## config.mk

```make
export PLATFORM = sky130hd
export DESIGN_NAME = mips_cpu_bus
export DESIGN_NICKNAME = d
export VERILOG_FILES = /design/src/source/mips_pkg.sv /design/src/source/regfile_if.sv /design/src/source/reg_file.sv /design/src/source/alu.sv /design/src/source/mips_core_ctrl.sv /design/src/source/mips_cpu_bus.sv
export SDC_FILE = /design/constraint.sdc
export NUM_CORES = 2
export LEC_CHECK = 0
export BUFFER_PORTS_ARGS = -buffer_cell sky130_fd_sc_hd__buf_2
export CAP_MARGIN = 0
export CORE_ASPECT_RATIO = 1.75
export CORE_MARGIN = 3
export CORE_UTILIZATION = 45
export DETAILED_ROUTE_END_ITERATION = 8
export PLACE_DENSITY = 0.68
export SYNTH_ARGS = -nofsm -noshare
export SYNTH_HDL_FRONTEND = slang
export SYNTH_HIERARCHICAL = 1
export SYNTH_SLANG_ARGS = --single-unit
```

## constraint.sdc

```tcl
create_clock -name clk -period 8.1 [get_ports clk]
set_input_delay 0.405 -clock clk [delete_from_list [all_inputs] [get_ports clk]]
set_output_delay 0.405 -clock clk [all_outputs]
set_load 0.03 [all_outputs]
```

## src/source/mips_pkg.sv

```systemverilog
// ##################################################################
// mips package: word and register types, opcode and function
// encodings, ALU operations, controller states and fixed addresses.
// ##################################################################
`default_nettype none

package mips_pkg;

    // data and address word.
    typedef logic [31:0] word_t;

    // register number.
    typedef logic [4:0] reg_addr_t;

    // primary opcodes of the supported subset.
    typedef enum logic [5:0] {
        OP_SPECIAL = 6'b00_0000,
        OP_J       = 6'b00_0010,
        OP_JAL     = 6'b00_0011,
        OP_BEQ     = 6'b00_0100,
        OP_BNE     = 6'b00_0101,
        OP_ADDIU   = 6'b00_1001,
        OP_SLTI    = 6'b00_1010,
        OP_ANDI    = 6'b00_1100,
        OP_ORI     = 6'b00_1101,
        OP_XORI    = 6'b00_1110,
        OP_LUI     = 6'b00_1111,
        OP_LW      = 6'b10_0011,
        OP_SW      = 6'b10_1011
    } opcode_t;

    // function field of special (r-type) instructions.
    typedef enum logic [5:0] {
        FUNCT_SLL  = 6'b00_0000,
        FUNCT_SRL  = 6'b00_0010,
        FUNCT_JR   = 6'b00_1000,
        FUNCT_ADDU = 6'b10_0001,
        FUNCT_SUBU = 6'b10_0011,
        FUNCT_AND  = 6'b10_0100,
        FUNCT_OR   = 6'b10_0101,
        FUNCT_XOR  = 6'b10_0110,
        FUNCT_SLT  = 6'b10_1010,
        FUNCT_SLTU = 6'b10_1011
    } funct_t;

    // operations the decoder can ask of the ALU.
    typedef enum logic [3:0] {
        ALU_ADD,
        ALU_SUB,
        ALU_AND,
        ALU_OR,
        ALU_XOR,
        ALU_SLT,
        ALU_SLTU,
        ALU_SLL,
        ALU_SRL,
        ALU_LUI
    } alu_op_t;

    // multicycle controller states.
    typedef enum logic [1:0] {
        STATE_FETCH,
        STATE_EXECUTE,
        STATE_MEMORY,
        STATE_WRITEBACK
    } cpu_state_t;

    // first fetch address after reset.
    localparam word_t RESET_VECTOR = 32'hBFC0_0000;

    // v0 is shown on the top level.
    localparam reg_addr_t REG_V0 = 5'd2;

    // ra is the link target of jal.
    localparam reg_addr_t REG_RA = 5'd31;

endpackage

`default_nettype wire

```

## src/source/regfile_if.sv

```systemverilog
// ##################################################################
// register file interface: two read ports and one write port
// between the controller and the register file.
// ##################################################################
`timescale 1ns/1ps
`default_nettype none

interface regfile_if;
    import mips_pkg::*;

    // read side.
    reg_addr_t rs_addr;
    reg_addr_t rt_addr;
    word_t     rs_val;
    word_t     rt_val;

    // write side takes effect on the clock edge.
    logic      wr_en;
    reg_addr_t wr_addr;
    word_t     wr_data;

    modport controller (
        output rs_addr, rt_addr, wr_en, wr_addr, wr_data,
        input  rs_val, rt_val
    );

    modport regfile (
        input  rs_addr, rt_addr, wr_en, wr_addr, wr_data,
        output rs_val, rt_val
    );

endinterface

`default_nettype wire

```

## src/source/reg_file.sv

```systemverilog
// ##################################################################
// register file: 32 x 32-bit, two combinational reads, one write,
// register 0 hard wired to zero and v0 shown continuously.
// ##################################################################
`timescale 1ns/1ps
`default_nettype none

module reg_file (
    input  logic               clk,
    input  logic               reset,
    regfile_if.regfile         regs,
    output mips_pkg::word_t    register_v0
);
    import mips_pkg::*;

    word_t regs_q [32];

    // synchronous write that leaves register 0 alone.
    always_ff @(posedge clk) begin
        if (reset) begin
            for (int i = 0; i < 32; i++) begin
                regs_q[i] <= '0;
            end
        end else if (regs.wr_en && (regs.wr_addr != '0)) begin
            regs_q[regs.wr_addr] <= regs.wr_data;
        end
    end

    // reads see the stored value or zero for register 0.
    always_comb begin
        if (regs.rs_addr == '0) begin
            regs.rs_val = '0;
        end else begin
            regs.rs_val = regs_q[regs.rs_addr];
        end

        if (regs.rt_addr == '0) begin
            regs.rt_val = '0;
        end else begin
            regs.rt_val = regs_q[regs.rt_addr];
        end
    end

    assign register_v0 = regs_q[REG_V0];

endmodule

`default_nettype wire

```

## src/source/alu.sv

```systemverilog
// ##################################################################
// ALU: add, subtract, logic, signed and unsigned compare, shifts
// and load-upper, all combinational.
// ##################################################################
`timescale 1ns/1ps
`default_nettype none

module alu (
    input  mips_pkg::word_t   a,
    input  mips_pkg::word_t   b,
    input  logic [4:0]        shamt,
    input  mips_pkg::alu_op_t op,
    output mips_pkg::word_t   result
);
    import mips_pkg::*;

    always_comb begin
        case (op)
            ALU_ADD: begin
                result = a + b;
            end
            ALU_SUB: begin
                result = a - b;
            end
            ALU_AND: begin
                result = a & b;
            end
            ALU_OR: begin
                result = a | b;
            end
            ALU_XOR: begin
                result = a ^ b;
            end
            // compares give 1 or 0.
            ALU_SLT: begin
                result = ($signed(a) < $signed(b)) ? 32'd1 : 32'd0;
            end
            ALU_SLTU: begin
                result = (a < b) ? 32'd1 : 32'd0;
            end
            // shifts act on b as in the sll/srl encoding.
            ALU_SLL: begin
                result = b << shamt;
            end
            ALU_SRL: begin
                result = b >> shamt;
            end
            ALU_LUI: begin
                result = {b[15:0], 16'h0000};
            end
            default: begin
                result = '0;
            end
        endcase
    end

endmodule

`default_nettype wire

```

## src/source/mips_core_ctrl.sv

```systemverilog
// ##################################################################
// multicycle controller: fetch, execute, memory and writeback
// states, decoder, pc with branch delay slot and Avalon master.
// ##################################################################
`timescale 1ns/1ps
`default_nettype none

module mips_core_ctrl (
    input  logic                clk,
    input  logic                reset,
    output logic                active,
    regfile_if.controller       regs,
    output mips_pkg::word_t     alu_a,
    output mips_pkg::word_t     alu_b,
    output logic [4:0]          alu_shamt,
    output mips_pkg::alu_op_t   alu_op,
    input  mips_pkg::word_t     alu_result,
    output mips_pkg::word_t     address,
    output logic                read,
    output logic                write,
    output mips_pkg::word_t     writedata,
    output logic [3:0]          byteenable,
    input  logic                waitrequest,
    input  mips_pkg::word_t     readdata
);
    import mips_pkg::*;

    cpu_state_t state;
    word_t      pc;
    word_t      ir;
    word_t      delay_target;
    logic       delay_pending;

    // decoded fields.
    word_t      instr;
    opcode_t    opcode;
    funct_t     funct;
    reg_addr_t  rd;
    word_t      imm_sext;
    word_t      imm_zext;

    // decoder outputs.
    logic       use_imm;
    logic       zero_ext;
    logic       writes_reg;
    logic       is_link;
    logic       is_load;
    logic       is_store;
    logic       take_jump;
    word_t      jump_target;
    reg_addr_t  dest;
    word_t      exec_next_pc;

    // in execute the new word is still on readdata.
    assign instr    = (state == STATE_EXECUTE) ? readdata : ir;
    assign opcode   = opcode_t'(instr[31:26]);
    assign funct    = funct_t'(instr[5:0]);
    assign rd       = instr[15:11];
    assign imm_sext = {{16{instr[15]}}, instr[15:0]};
    assign imm_zext = {16'h0000, instr[15:0]};

    always_comb begin
        alu_op      = ALU_ADD;
        use_imm     = 1'b0;
        zero_ext    = 1'b0;
        writes_reg  = 1'b0;
        is_link     = 1'b0;
        is_load     = 1'b0;
        is_store    = 1'b0;
        take_jump   = 1'b0;
        jump_target = pc;
        dest        = rd;
        case (opcode)
            OP_SPECIAL: begin
                writes_reg = 1'b1;
                case (funct)
                    FUNCT_ADDU: alu_op = ALU_ADD;
                    FUNCT_SUBU: alu_op = ALU_SUB;
                    FUNCT_AND:  alu_op = ALU_AND;
                    FUNCT_OR:   alu_op = ALU_OR;
                    FUNCT_XOR:  alu_op = ALU_XOR;
                    FUNCT_SLT:  alu_op = ALU_SLT;
                    FUNCT_SLTU: alu_op = ALU_SLTU;
                    FUNCT_SLL:  alu_op = ALU_SLL;
                    FUNCT_SRL:  alu_op = ALU_SRL;
                    FUNCT_JR: begin
                        writes_reg  = 1'b0;
                        take_jump   = 1'b1;
                        jump_target = regs.rs_val;
                    end
                    default: writes_reg = 1'b0;
                endcase
            end
            // pc already points at the delay slot here.
            OP_J, OP_JAL: begin
                take_jump   = 1'b1;
                jump_target = {pc[31:28], instr[25:0], 2'b00};
                is_link     = (opcode == OP_JAL);
                writes_reg  = (opcode == OP_JAL);
                dest        = REG_RA;
            end
            OP_BEQ, OP_BNE: begin
                take_jump   = (regs.rs_val == regs.rt_val) ^ (opcode == OP_BNE);
                jump_target = pc + {imm_sext[29:0], 2'b00};
            end
            OP_ADDIU, OP_SLTI, OP_ANDI, OP_ORI, OP_XORI, OP_LUI: begin
                use_imm    = 1'b1;
                writes_reg = 1'b1;
                dest       = instr[20:16];
                case (opcode)
                    OP_SLTI: alu_op = ALU_SLT;
                    OP_ANDI: alu_op = ALU_AND;
                    OP_ORI:  alu_op = ALU_OR;
                    OP_XORI: alu_op = ALU_XOR;
                    OP_LUI:  alu_op = ALU_LUI;
                    default: alu_op = ALU_ADD;
                endcase
                zero_ext = (opcode == OP_ANDI) || (opcode == OP_ORI) ||
                           (opcode == OP_XORI) || (opcode == OP_LUI);
            end
            // address is rs plus the sign-extended offset.
            OP_LW, OP_SW: begin
                use_imm  = 1'b1;
                dest     = instr[20:16];
                is_load  = (opcode == OP_LW);
                is_store = (opcode == OP_SW);
            end
            default: ;
        endcase
    end

    assign exec_next_pc = delay_pending ? delay_target : pc;

    // operands and register ports.
    assign regs.rs_addr = instr[25:21];
    assign regs.rt_addr = instr[20:16];
    assign alu_a        = regs.rs_val;
    assign alu_b        = !use_imm ? regs.rt_val : (zero_ext ? imm_zext : imm_sext);
    assign alu_shamt    = instr[10:6];

    assign regs.wr_en   = active && (((state == STATE_EXECUTE) && writes_reg) ||
                                     (state == STATE_WRITEBACK));
    assign regs.wr_addr = dest;
    assign regs.wr_data = (state == STATE_WRITEBACK) ? readdata :
                          (is_link ? pc + 32'd4 : alu_result);

    // Avalon master. outputs hold steady while waitrequest is high.
    assign address    = (state == STATE_MEMORY) ? alu_result : pc;
    assign read       = active && ((state == STATE_FETCH) ||
                                   ((state == STATE_MEMORY) && is_load));
    assign write      = active && (state == STATE_MEMORY) && is_store;
    assign writedata  = regs.rt_val;
    assign byteenable = 4'b1111;

    always_ff @(posedge clk) begin
        if (reset) begin
            state         <= STATE_FETCH;
            pc            <= RESET_VECTOR;
            active        <= 1'b1;
            delay_pending <= 1'b0;
        end else if (active) begin
            case (state)
                STATE_FETCH: begin
                    if (!waitrequest) begin
                        pc    <= pc + 32'd4;
                        state <= STATE_EXECUTE;
                    end
                end
                STATE_EXECUTE: begin
                    ir <= readdata;
                    // the delay slot is done so the jump happens now.
                    if (delay_pending) begin
                        pc            <= delay_target;
                        delay_pending <= 1'b0;
                    end else if (take_jump) begin
                        delay_target  <= jump_target;
                        delay_pending <= 1'b1;
                    end
                    if (is_load || is_store) begin
                        state <= STATE_MEMORY;
                    end else begin
                        state  <= STATE_FETCH;
                        active <= (exec_next_pc != '0);
                    end
                end
                STATE_MEMORY: begin
                    if (!waitrequest) begin
                        if (is_load) begin
                            state <= STATE_WRITEBACK;
                        end else begin
                            state  <= STATE_FETCH;
                            active <= (pc != '0);
                        end
                    end
                end
                STATE_WRITEBACK: begin
                    state  <= STATE_FETCH;
                    active <= (pc != '0);
                end
                default: state <= STATE_FETCH;
            endcase
        end
    end

endmodule

`default_nettype wire

```

## src/source/mips_cpu_bus.sv

```systemverilog
// ##################################################################
// MIPS CPU top level: controller, register file and ALU behind an
// Avalon memory-mapped master port.
// ##################################################################
`timescale 1ns/1ps
`default_nettype none

module mips_cpu_bus (
    input  logic              clk,
    input  logic              reset,
    output logic              active,
    output mips_pkg::word_t   register_v0,

    // Avalon master.
    output mips_pkg::word_t   address,
    output logic              write,
    output logic              read,
    input  logic              waitrequest,
    output mips_pkg::word_t   writedata,
    output logic [3:0]        byteenable,
    input  mips_pkg::word_t   readdata
);
    import mips_pkg::*;

    word_t   alu_a;
    word_t   alu_b;
    logic [4:0] alu_shamt;
    alu_op_t alu_op;
    word_t   alu_result;

    regfile_if regs_bus ();

    mips_core_ctrl ctrl0 (
        .clk         (clk),
        .reset       (reset),
        .active      (active),
        .regs        (regs_bus.controller),
        .alu_a       (alu_a),
        .alu_b       (alu_b),
        .alu_shamt   (alu_shamt),
        .alu_op      (alu_op),
        .alu_result  (alu_result),
        .address     (address),
        .read        (read),
        .write       (write),
        .writedata   (writedata),
        .byteenable  (byteenable),
        .waitrequest (waitrequest),
        .readdata    (readdata)
    );

    reg_file reg_file0 (
        .clk         (clk),
        .reset       (reset),
        .regs        (regs_bus.regfile),
        .register_v0 (register_v0)
    );

    alu alu0 (
        .a      (alu_a),
        .b      (alu_b),
        .shamt  (alu_shamt),
        .op     (alu_op),
        .result (alu_result)
    );

endmodule

`default_nettype wire

```

==> Yosys cells after proc, flatten, opt, wreduce, memory -nomap -nowiden <==
Memories as Yosys holds them, arrays and structs flattened.
Cells that the tools add are included.
{ "word_totals": {"mem_bits_ro": 0, "mem_count": 1, "ram_bits": 1024, "out_inout_bits": 103, "in_bits": 35, "word_cells": 141, "latch_bits": 0, "reg_bits": 100} }
{ "op_classes": {"magnitude_cmp": 2, "n_eq_ne": 36, "muxes": 49, "n_reduce_logical": 35, "n_mul": 0, "shift": 2, "bitwise_logic": 6, "div": 0, "addsub": 4} }
{ "memory_table": {"columns": ["name", "words", "word_bits", "rd", "rd_clocked_by_memory_dff", "wr", "line", "text"], "rows": [
  ["reg_file0.regs_q", 32, 32, 3, 0, 32, "reg_file.sv:16", "word_t regs_q [32];"]
]} }
{ "op_table": {"columns": ["cell", "n"], "rows": [
  ["32-bit two-way mux", 12],
  ["32-bit case mux with 10 select lines", 1],
  ["32-bit case mux with 3 select lines", 1],
  ["32-bit adder", 2],
  ["32-bit < comparator", 2],
  ["32-bit case mux with 2 select lines", 1],
  ["32-bit nonzero test", 2],
  ["6-bit == test, second input constant", 9],
  ["6-bit by 4-bit == test with 1-bit output, second input constant", 7],
  ["32-bit by 3-bit adder with 32-bit output, second input constant", 1],
  ["32-bit AND", 1],
  ["32-bit == test", 1],
  ["32-bit OR", 1],
  ["4-bit case mux with 8 select lines", 1],
  ["32-bit OR reduction", 1],
  ["32-bit by 5-bit left shift with 32-bit output", 1],
  ["32-bit by 5-bit >> shifter with 32-bit output", 1],
  ["32-bit subtractor", 1],
  ["32-bit bitwise XOR", 1],
  ["1-bit two-way mux", 21],
  ["4-bit case mux with 5 select lines", 1],
  ["6-bit by 2-bit == test with 1-bit output, second input constant", 3],
  ["4-bit by 3-bit == test with 1-bit output, second input constant", 4],
  ["6-bit by 3-bit == test with 1-bit output, second input constant", 2],
  ["29 further kinds", 56]
]} }

==> Depth between registers and ports, before layout <==
{ "logic_depth": {"word_depth": 15, "depth_mapped": 37, "mapped_depth_nobuf": 24} }

==> Cells and area by module <==
The synthesis kept the hierarchy.
{ "by_module_without_submodules": {"columns": ["mod", "cells_per_inst", "seq_area_each_um2", "instances", "area_each_um2"], "rows": [
  ["reg_file", 3493, 30749.5, 1, 54118.2],
  ["mips_core_ctrl", 1293, 2642.5, 1, 9870.7],
  ["alu", 1210, 0.0, 1, 8660.8]
]} }

==> Least setup slack after synthesis <==
No wires, ideal clock.
{ "synth_path": {"kind": "reg-to-reg", "from": "reg ctrl0.state[0]", "to": "mem reg_file0/regs_q[10][22] (netlist bit) (data pin)", "t_arrival_ns": 6.841, "setup_time_ns": 0.131, "period_less_slack_ns": 6.972, "t_required_ns": 7.969, "path_buffers": 11, "slack_ns": 1.128, "stages_incl_launch_ff": 35, "path_cell_list": "dfxtp_1 nor2b_1 buf_2 buf_2 clkbuf_1 buf_1 nand2_1 nand2_1 buf_4 buf_2 buf_6 buf_2 buf_4 buf_2 mux4_2 o22ai_1 nor3_1 nor2_1 a21oi_1 ha_1 inv_1 fa_1 nor2b_1 o21a_1 o31ai_4 a211oi_2 or3_4 a221oi_1 a21boi_0 xnor2_1 o21ai_0 a21oi_1 o21ai_1 clkbuf_1 and2_1"} }
{ "synth_rtl": {"columns": ["item", "line", "text"], "rows": [
  ["start: declaration", "mips_core_ctrl.sv:28", "cpu_state_t state;"],
  ["start signal: assignment", "mips_core_ctrl.sv:157", "state <= STATE_FETCH;"],
  ["start signal: assignment", "mips_core_ctrl.sv:166", "state <= STATE_EXECUTE;"],
  ["start signal: assignment", "mips_core_ctrl.sv:180", "state <= STATE_MEMORY;"],
  ["end: declaration", "reg_file.sv:16", null]
]} }

==> Worst setup path after layout <==
{ "layout_path": {"from": "reg ctrl0.state[1]", "to": "out address[27]"} }
{ "layout_via": {"elab_cells_between_ends": 56, "classes_between": "2 x add/sub; 26 x eq/ne; 2 x shift; 12 x mux; 3 x bitwise; 10 x reduce/logical; 1 x memory"} }
{ "layout_rtl": {"columns": ["item", "line", "text"], "rows": [
  ["2-bit by 1-bit == test with 1-bit output (*)", "mips_core_ctrl.sv:55", "assign instr = (state == STATE_EXECUTE) ? readdata : ir;"],
  ["32-bit two-way mux (*)", "mips_core_ctrl.sv:55", null],
  ["6-bit by 2-bit == test with 1-bit output, or another cell as far along", "mips_core_ctrl.sv:76", "case (funct)"],
  ["4-bit case mux with 8 select lines, or another cell as far along", "mips_core_ctrl.sv:76", null],
  ["4-bit case mux with 2 select lines (*)", "mips_core_ctrl.sv:73", "case (opcode)"],
  ["via alu_op[1]", "mips_cpu_bus.sv:28", "alu_op_t alu_op;"],
  ["4-bit == test, or another cell as far along", "alu.sv:18", "case (op)"],
  ["32-bit case mux with 10 select lines (*)", "alu.sv:18", null],
  ["via alu_result[27]", "mips_cpu_bus.sv:29", "word_t alu_result;"],
  ["32-bit two-way mux (*)", "mips_core_ctrl.sv:148", "assign address = (state == STATE_MEMORY) ? alu_result : pc;"],
  ["end: declaration", "mips_cpu_bus.sv:15", "output mips_pkg::word_t address,"]
]} }
Mark *: on every way through the listed nets, which the timed path passes. The rest lies on a longest branch.

==> impl_metrics.yaml <==
global_route:
  grt_max_degree: 87
  grt_pass1_wl_um: 485000
  grtUsageMet1_pct: 41.5
  met2_usage_pct: 64.4
  grt_antenna_before_repair: 71
  grt.busiest_layer: "met2"
  grt_overflow: 0
  met3_usage_pct: 22.5
  grt_usage_pct: 42.9
  grt_pass1_vias: 58700
outcome:
  status: "finished with violations"
  violations: "max-capacitance violations, max-slew violations, negative setup slack"
timing:
  whs_ns: 0.0309
  fin_crit_sh_pct: 104
  final_max_slew_viol_count: 6
  worst_pin_slew_ns: 1.76
  slew-limit-headroom_pct: -17.6
  timing.final.ws_setup_ns: -0.332
  skew_ns: 0.0798
  max_freq_mhz: 119
  rsz0062_at_grt: "yes"
  layout_min_cycle_time_ns: 8.43
  finalHoldViolCount: 0
  finalSetupViolations: 7
place:
  detailed_place_hpwl_um: 235000
  port_buffers: 133
  place_congestion: 1.18
  post_dp_cell_area_mm2: 0.0772
yosys:
  synth_edf_count: 1088
  postSynthAreaPerCell_um2: 12.1
  yosysUniqueCellTypes: 97
  yosys_register_bits: 1124
  synthArstFlopShare_pct: 0
  syn_inst: 5996
  ys.flop_type: "edfxtp_1"
  synth_area_mm2: 0.0726
  ys_seq_area_share_pct: 46.0
  yosysWarnings: 6
pwr:
  clock_power_share_pct: 20.0
  internal-power_uw: 13700
  combPwrFrac_pct: 53.8
  p_leak_uw: 0.0302
  power.density_mw_per_mm2: 313
  switchingPower_uw: 12000
  seqPwrFrac_pct: 26.2
  irDropWorstVdd_mv: 0.301
  p_sw_share_pct: 46.7
  total_power_uw: 25700
cts:
  clock_sinks: 1124
  cts_made_buffers: 102
  tritoncts: "yes"
  insertion_delay_ns: 0.82
  cts_buffer_depth: 3
  path_clk_slew_ns: 0.07
  htreeDepth: 3
  root_buffer: "clkbuf_16"
critical_path:
  crit_fanout: 33
  worst_ep_arrival_time_ns: 8.03
  critPathKind: "reg -> out"
  required_ns: 7.70
  start_kind: "register"
  critPathCaptureType: "output pin"
  reg2reg_slack_ns: 0.37
final_layout:
  fillers: 13700
  nets: 6252
  multi_input_area_mm2: 0.0367
  layout-drive-gt1-share_pct: 25.9
  area_growth_pct: 12.9
  final-seq-area_mm2: 0.0334
  layout_commonest_cell: "edfxtp_1"
  final_cell_mix: "edfxtp_1 (1088), and2_1 (1009), mux4_2 (521), buf_4 (379), nor2_1 (261)"
  final_area_mm2: 0.0820
floorplanning:
  num_rows: 194
  io_pins: 138
  initial_core_util_pct: 45.4
  die_w_um: 310
  core_mm2: 0.160
  dieArea_mm2: 0.166
  die_h_um: 538
routing:
  ant_nets: 0
  wire_per_inst_um: 42.0
  via_count: 59900
  routed_wl_um: 349000
  vias_per_cell: 7.23
  drcViolationCount: 0
  drt_iter0_drc: 9484
  drt_first_pass_iters: 9
run:
  maxCapViolations: 2
worst_hold_path:
  hold_class: "in -> reg"
power groups by stage:
stage / clock, µW / sequential, µW / combinational, µW
floorplan: 0 / 6790 / 6730
global placement: 0 / 6840 / 12400
detailed placement: 0 / 6860 / 12500
CTS: 5110 / 6730 / 12600
global route: 5330 / 6750 / 14200
finish: 5130 / 6740 / 13800
kinds of logic (layout without fill, tap and decap cells):
logic type | after synthesis | count (layout) | share of synthesized area, %
buffers and inverters | 784 | 921 | 5.05
AO/OA/AOI/OAI | 1026 | 1026 | 9.65
XOR/XNOR | 113 | 113 | 1.36
adder cells (fa/ha/maj) | 136 | 136 | 2.37
other | 2 | 105 | 0.0103
multiplexers | 829 | 829 | 20.6
AND/OR/NAND/NOR | 1982 | 1983 | 15.0
flip-flops | 1124 | 1124 | 46.0
worst paths after layout:
kind | start | endpoint | cells after the start
min | readdata[30] | ctrl0/ir[30] | 3
min reg2reg | ctrl0/delay_target[22] | ctrl0/pc[22] | 2
max | ctrl0/state[1] | address[27] | 17
max reg2reg | ctrl0/state[1] | reg_file0/regs_q[26][27] | 19
sequential cells by signal (all words and copies together) (netlist names):
register / count
ctrl0/pc: 32
ctrl0/delay_target: 32
ctrl0/ir: 32
ctrl0/active: 1
reg_file0/regs_q: 1024
ctrl0/delay_pending: 1
ctrl0/state: 2
synth_stat cells (75+ instances only):
master	instances	area [µm²]
o22ai_1	108	676
edfxtp_1	1088	32700
mux2i_1	229	2290
nand2_1	274	1030
mux2_2	75	845
o21ai_0	160	801
inv_1	125	469
mux4_2	521	11700
nor3_1	105	526
and2_1	1011	6320
clkbuf_1	392	1470
buf_4	121	908
buf_2	98	490
ha_1	133	1660
nor2_1	300	1130
a21oi_1	204	1020
metal layers:
layer	part of all wire (%)	vias up	routed length, µm
li1	-	22900	-
met1	29	29500	100000
met2	46	5475	159000
met3	13	2030	45600
met4	13	30	43600
met5	0.065	-	226
what timing repair did:
action,CTS,global route
hold endpoints to repair,0,2
pin swaps,0,7
cloned,2,7
buffers inserted,4,19
hold buffers,0,2
endpoints found under the setup margin,51,378
gates resized for setup,30,96
cell type report:
cell class                      count  share of cell area (%)
Timing Repair Buffer              601                    6.43
Clock buffer                      119                    3.27
Multi-Input combinational cell   4123                    44.8
Antenna cell                       69                   0.210
Inverter                          129                   0.595
Tap cell                         2058                    3.14
Sequential cell                  1124                    40.7
Clock inverter                     72                   0.885
critical path, cell delays in order, from the launching register on:
cell and delay [ns]:
dfxtp_2 0.42, nand2b_4 0.29, buf_4 0.51, buf_4 0.36, nor3b_1 0.08, a31oi_1 1.24
o22ai_1 0.74, nor4b_2 0.67, nand2b_1 0.21, nor2_1 1.12, o2bb2a_1 0.35, nand3_2 0.10
a311o_1 0.15, a21oi_2 0.04, nor4b_1 0.31, a211o_1 0.21, mux2_2 0.18, buf_2 0.20
per-stage QoR:
stage	std cells	setup TNS (ns)	worst slack (ns)	util [%]
6_report	8295	-0.839	-0.332	51.3
5_1_grt	8233	-0.798	-0.112	51.2
4_1_cts	8188	0	0.0187	50.5
3_5_place_dp	7991	-2.97	-0.113	48.2
3_3_place_gp	7990	-3.40	-0.139	48.2
2_1_floorplan	6030	0	1.13	-
Note: power is estimated with default switching activity, not from simulation.
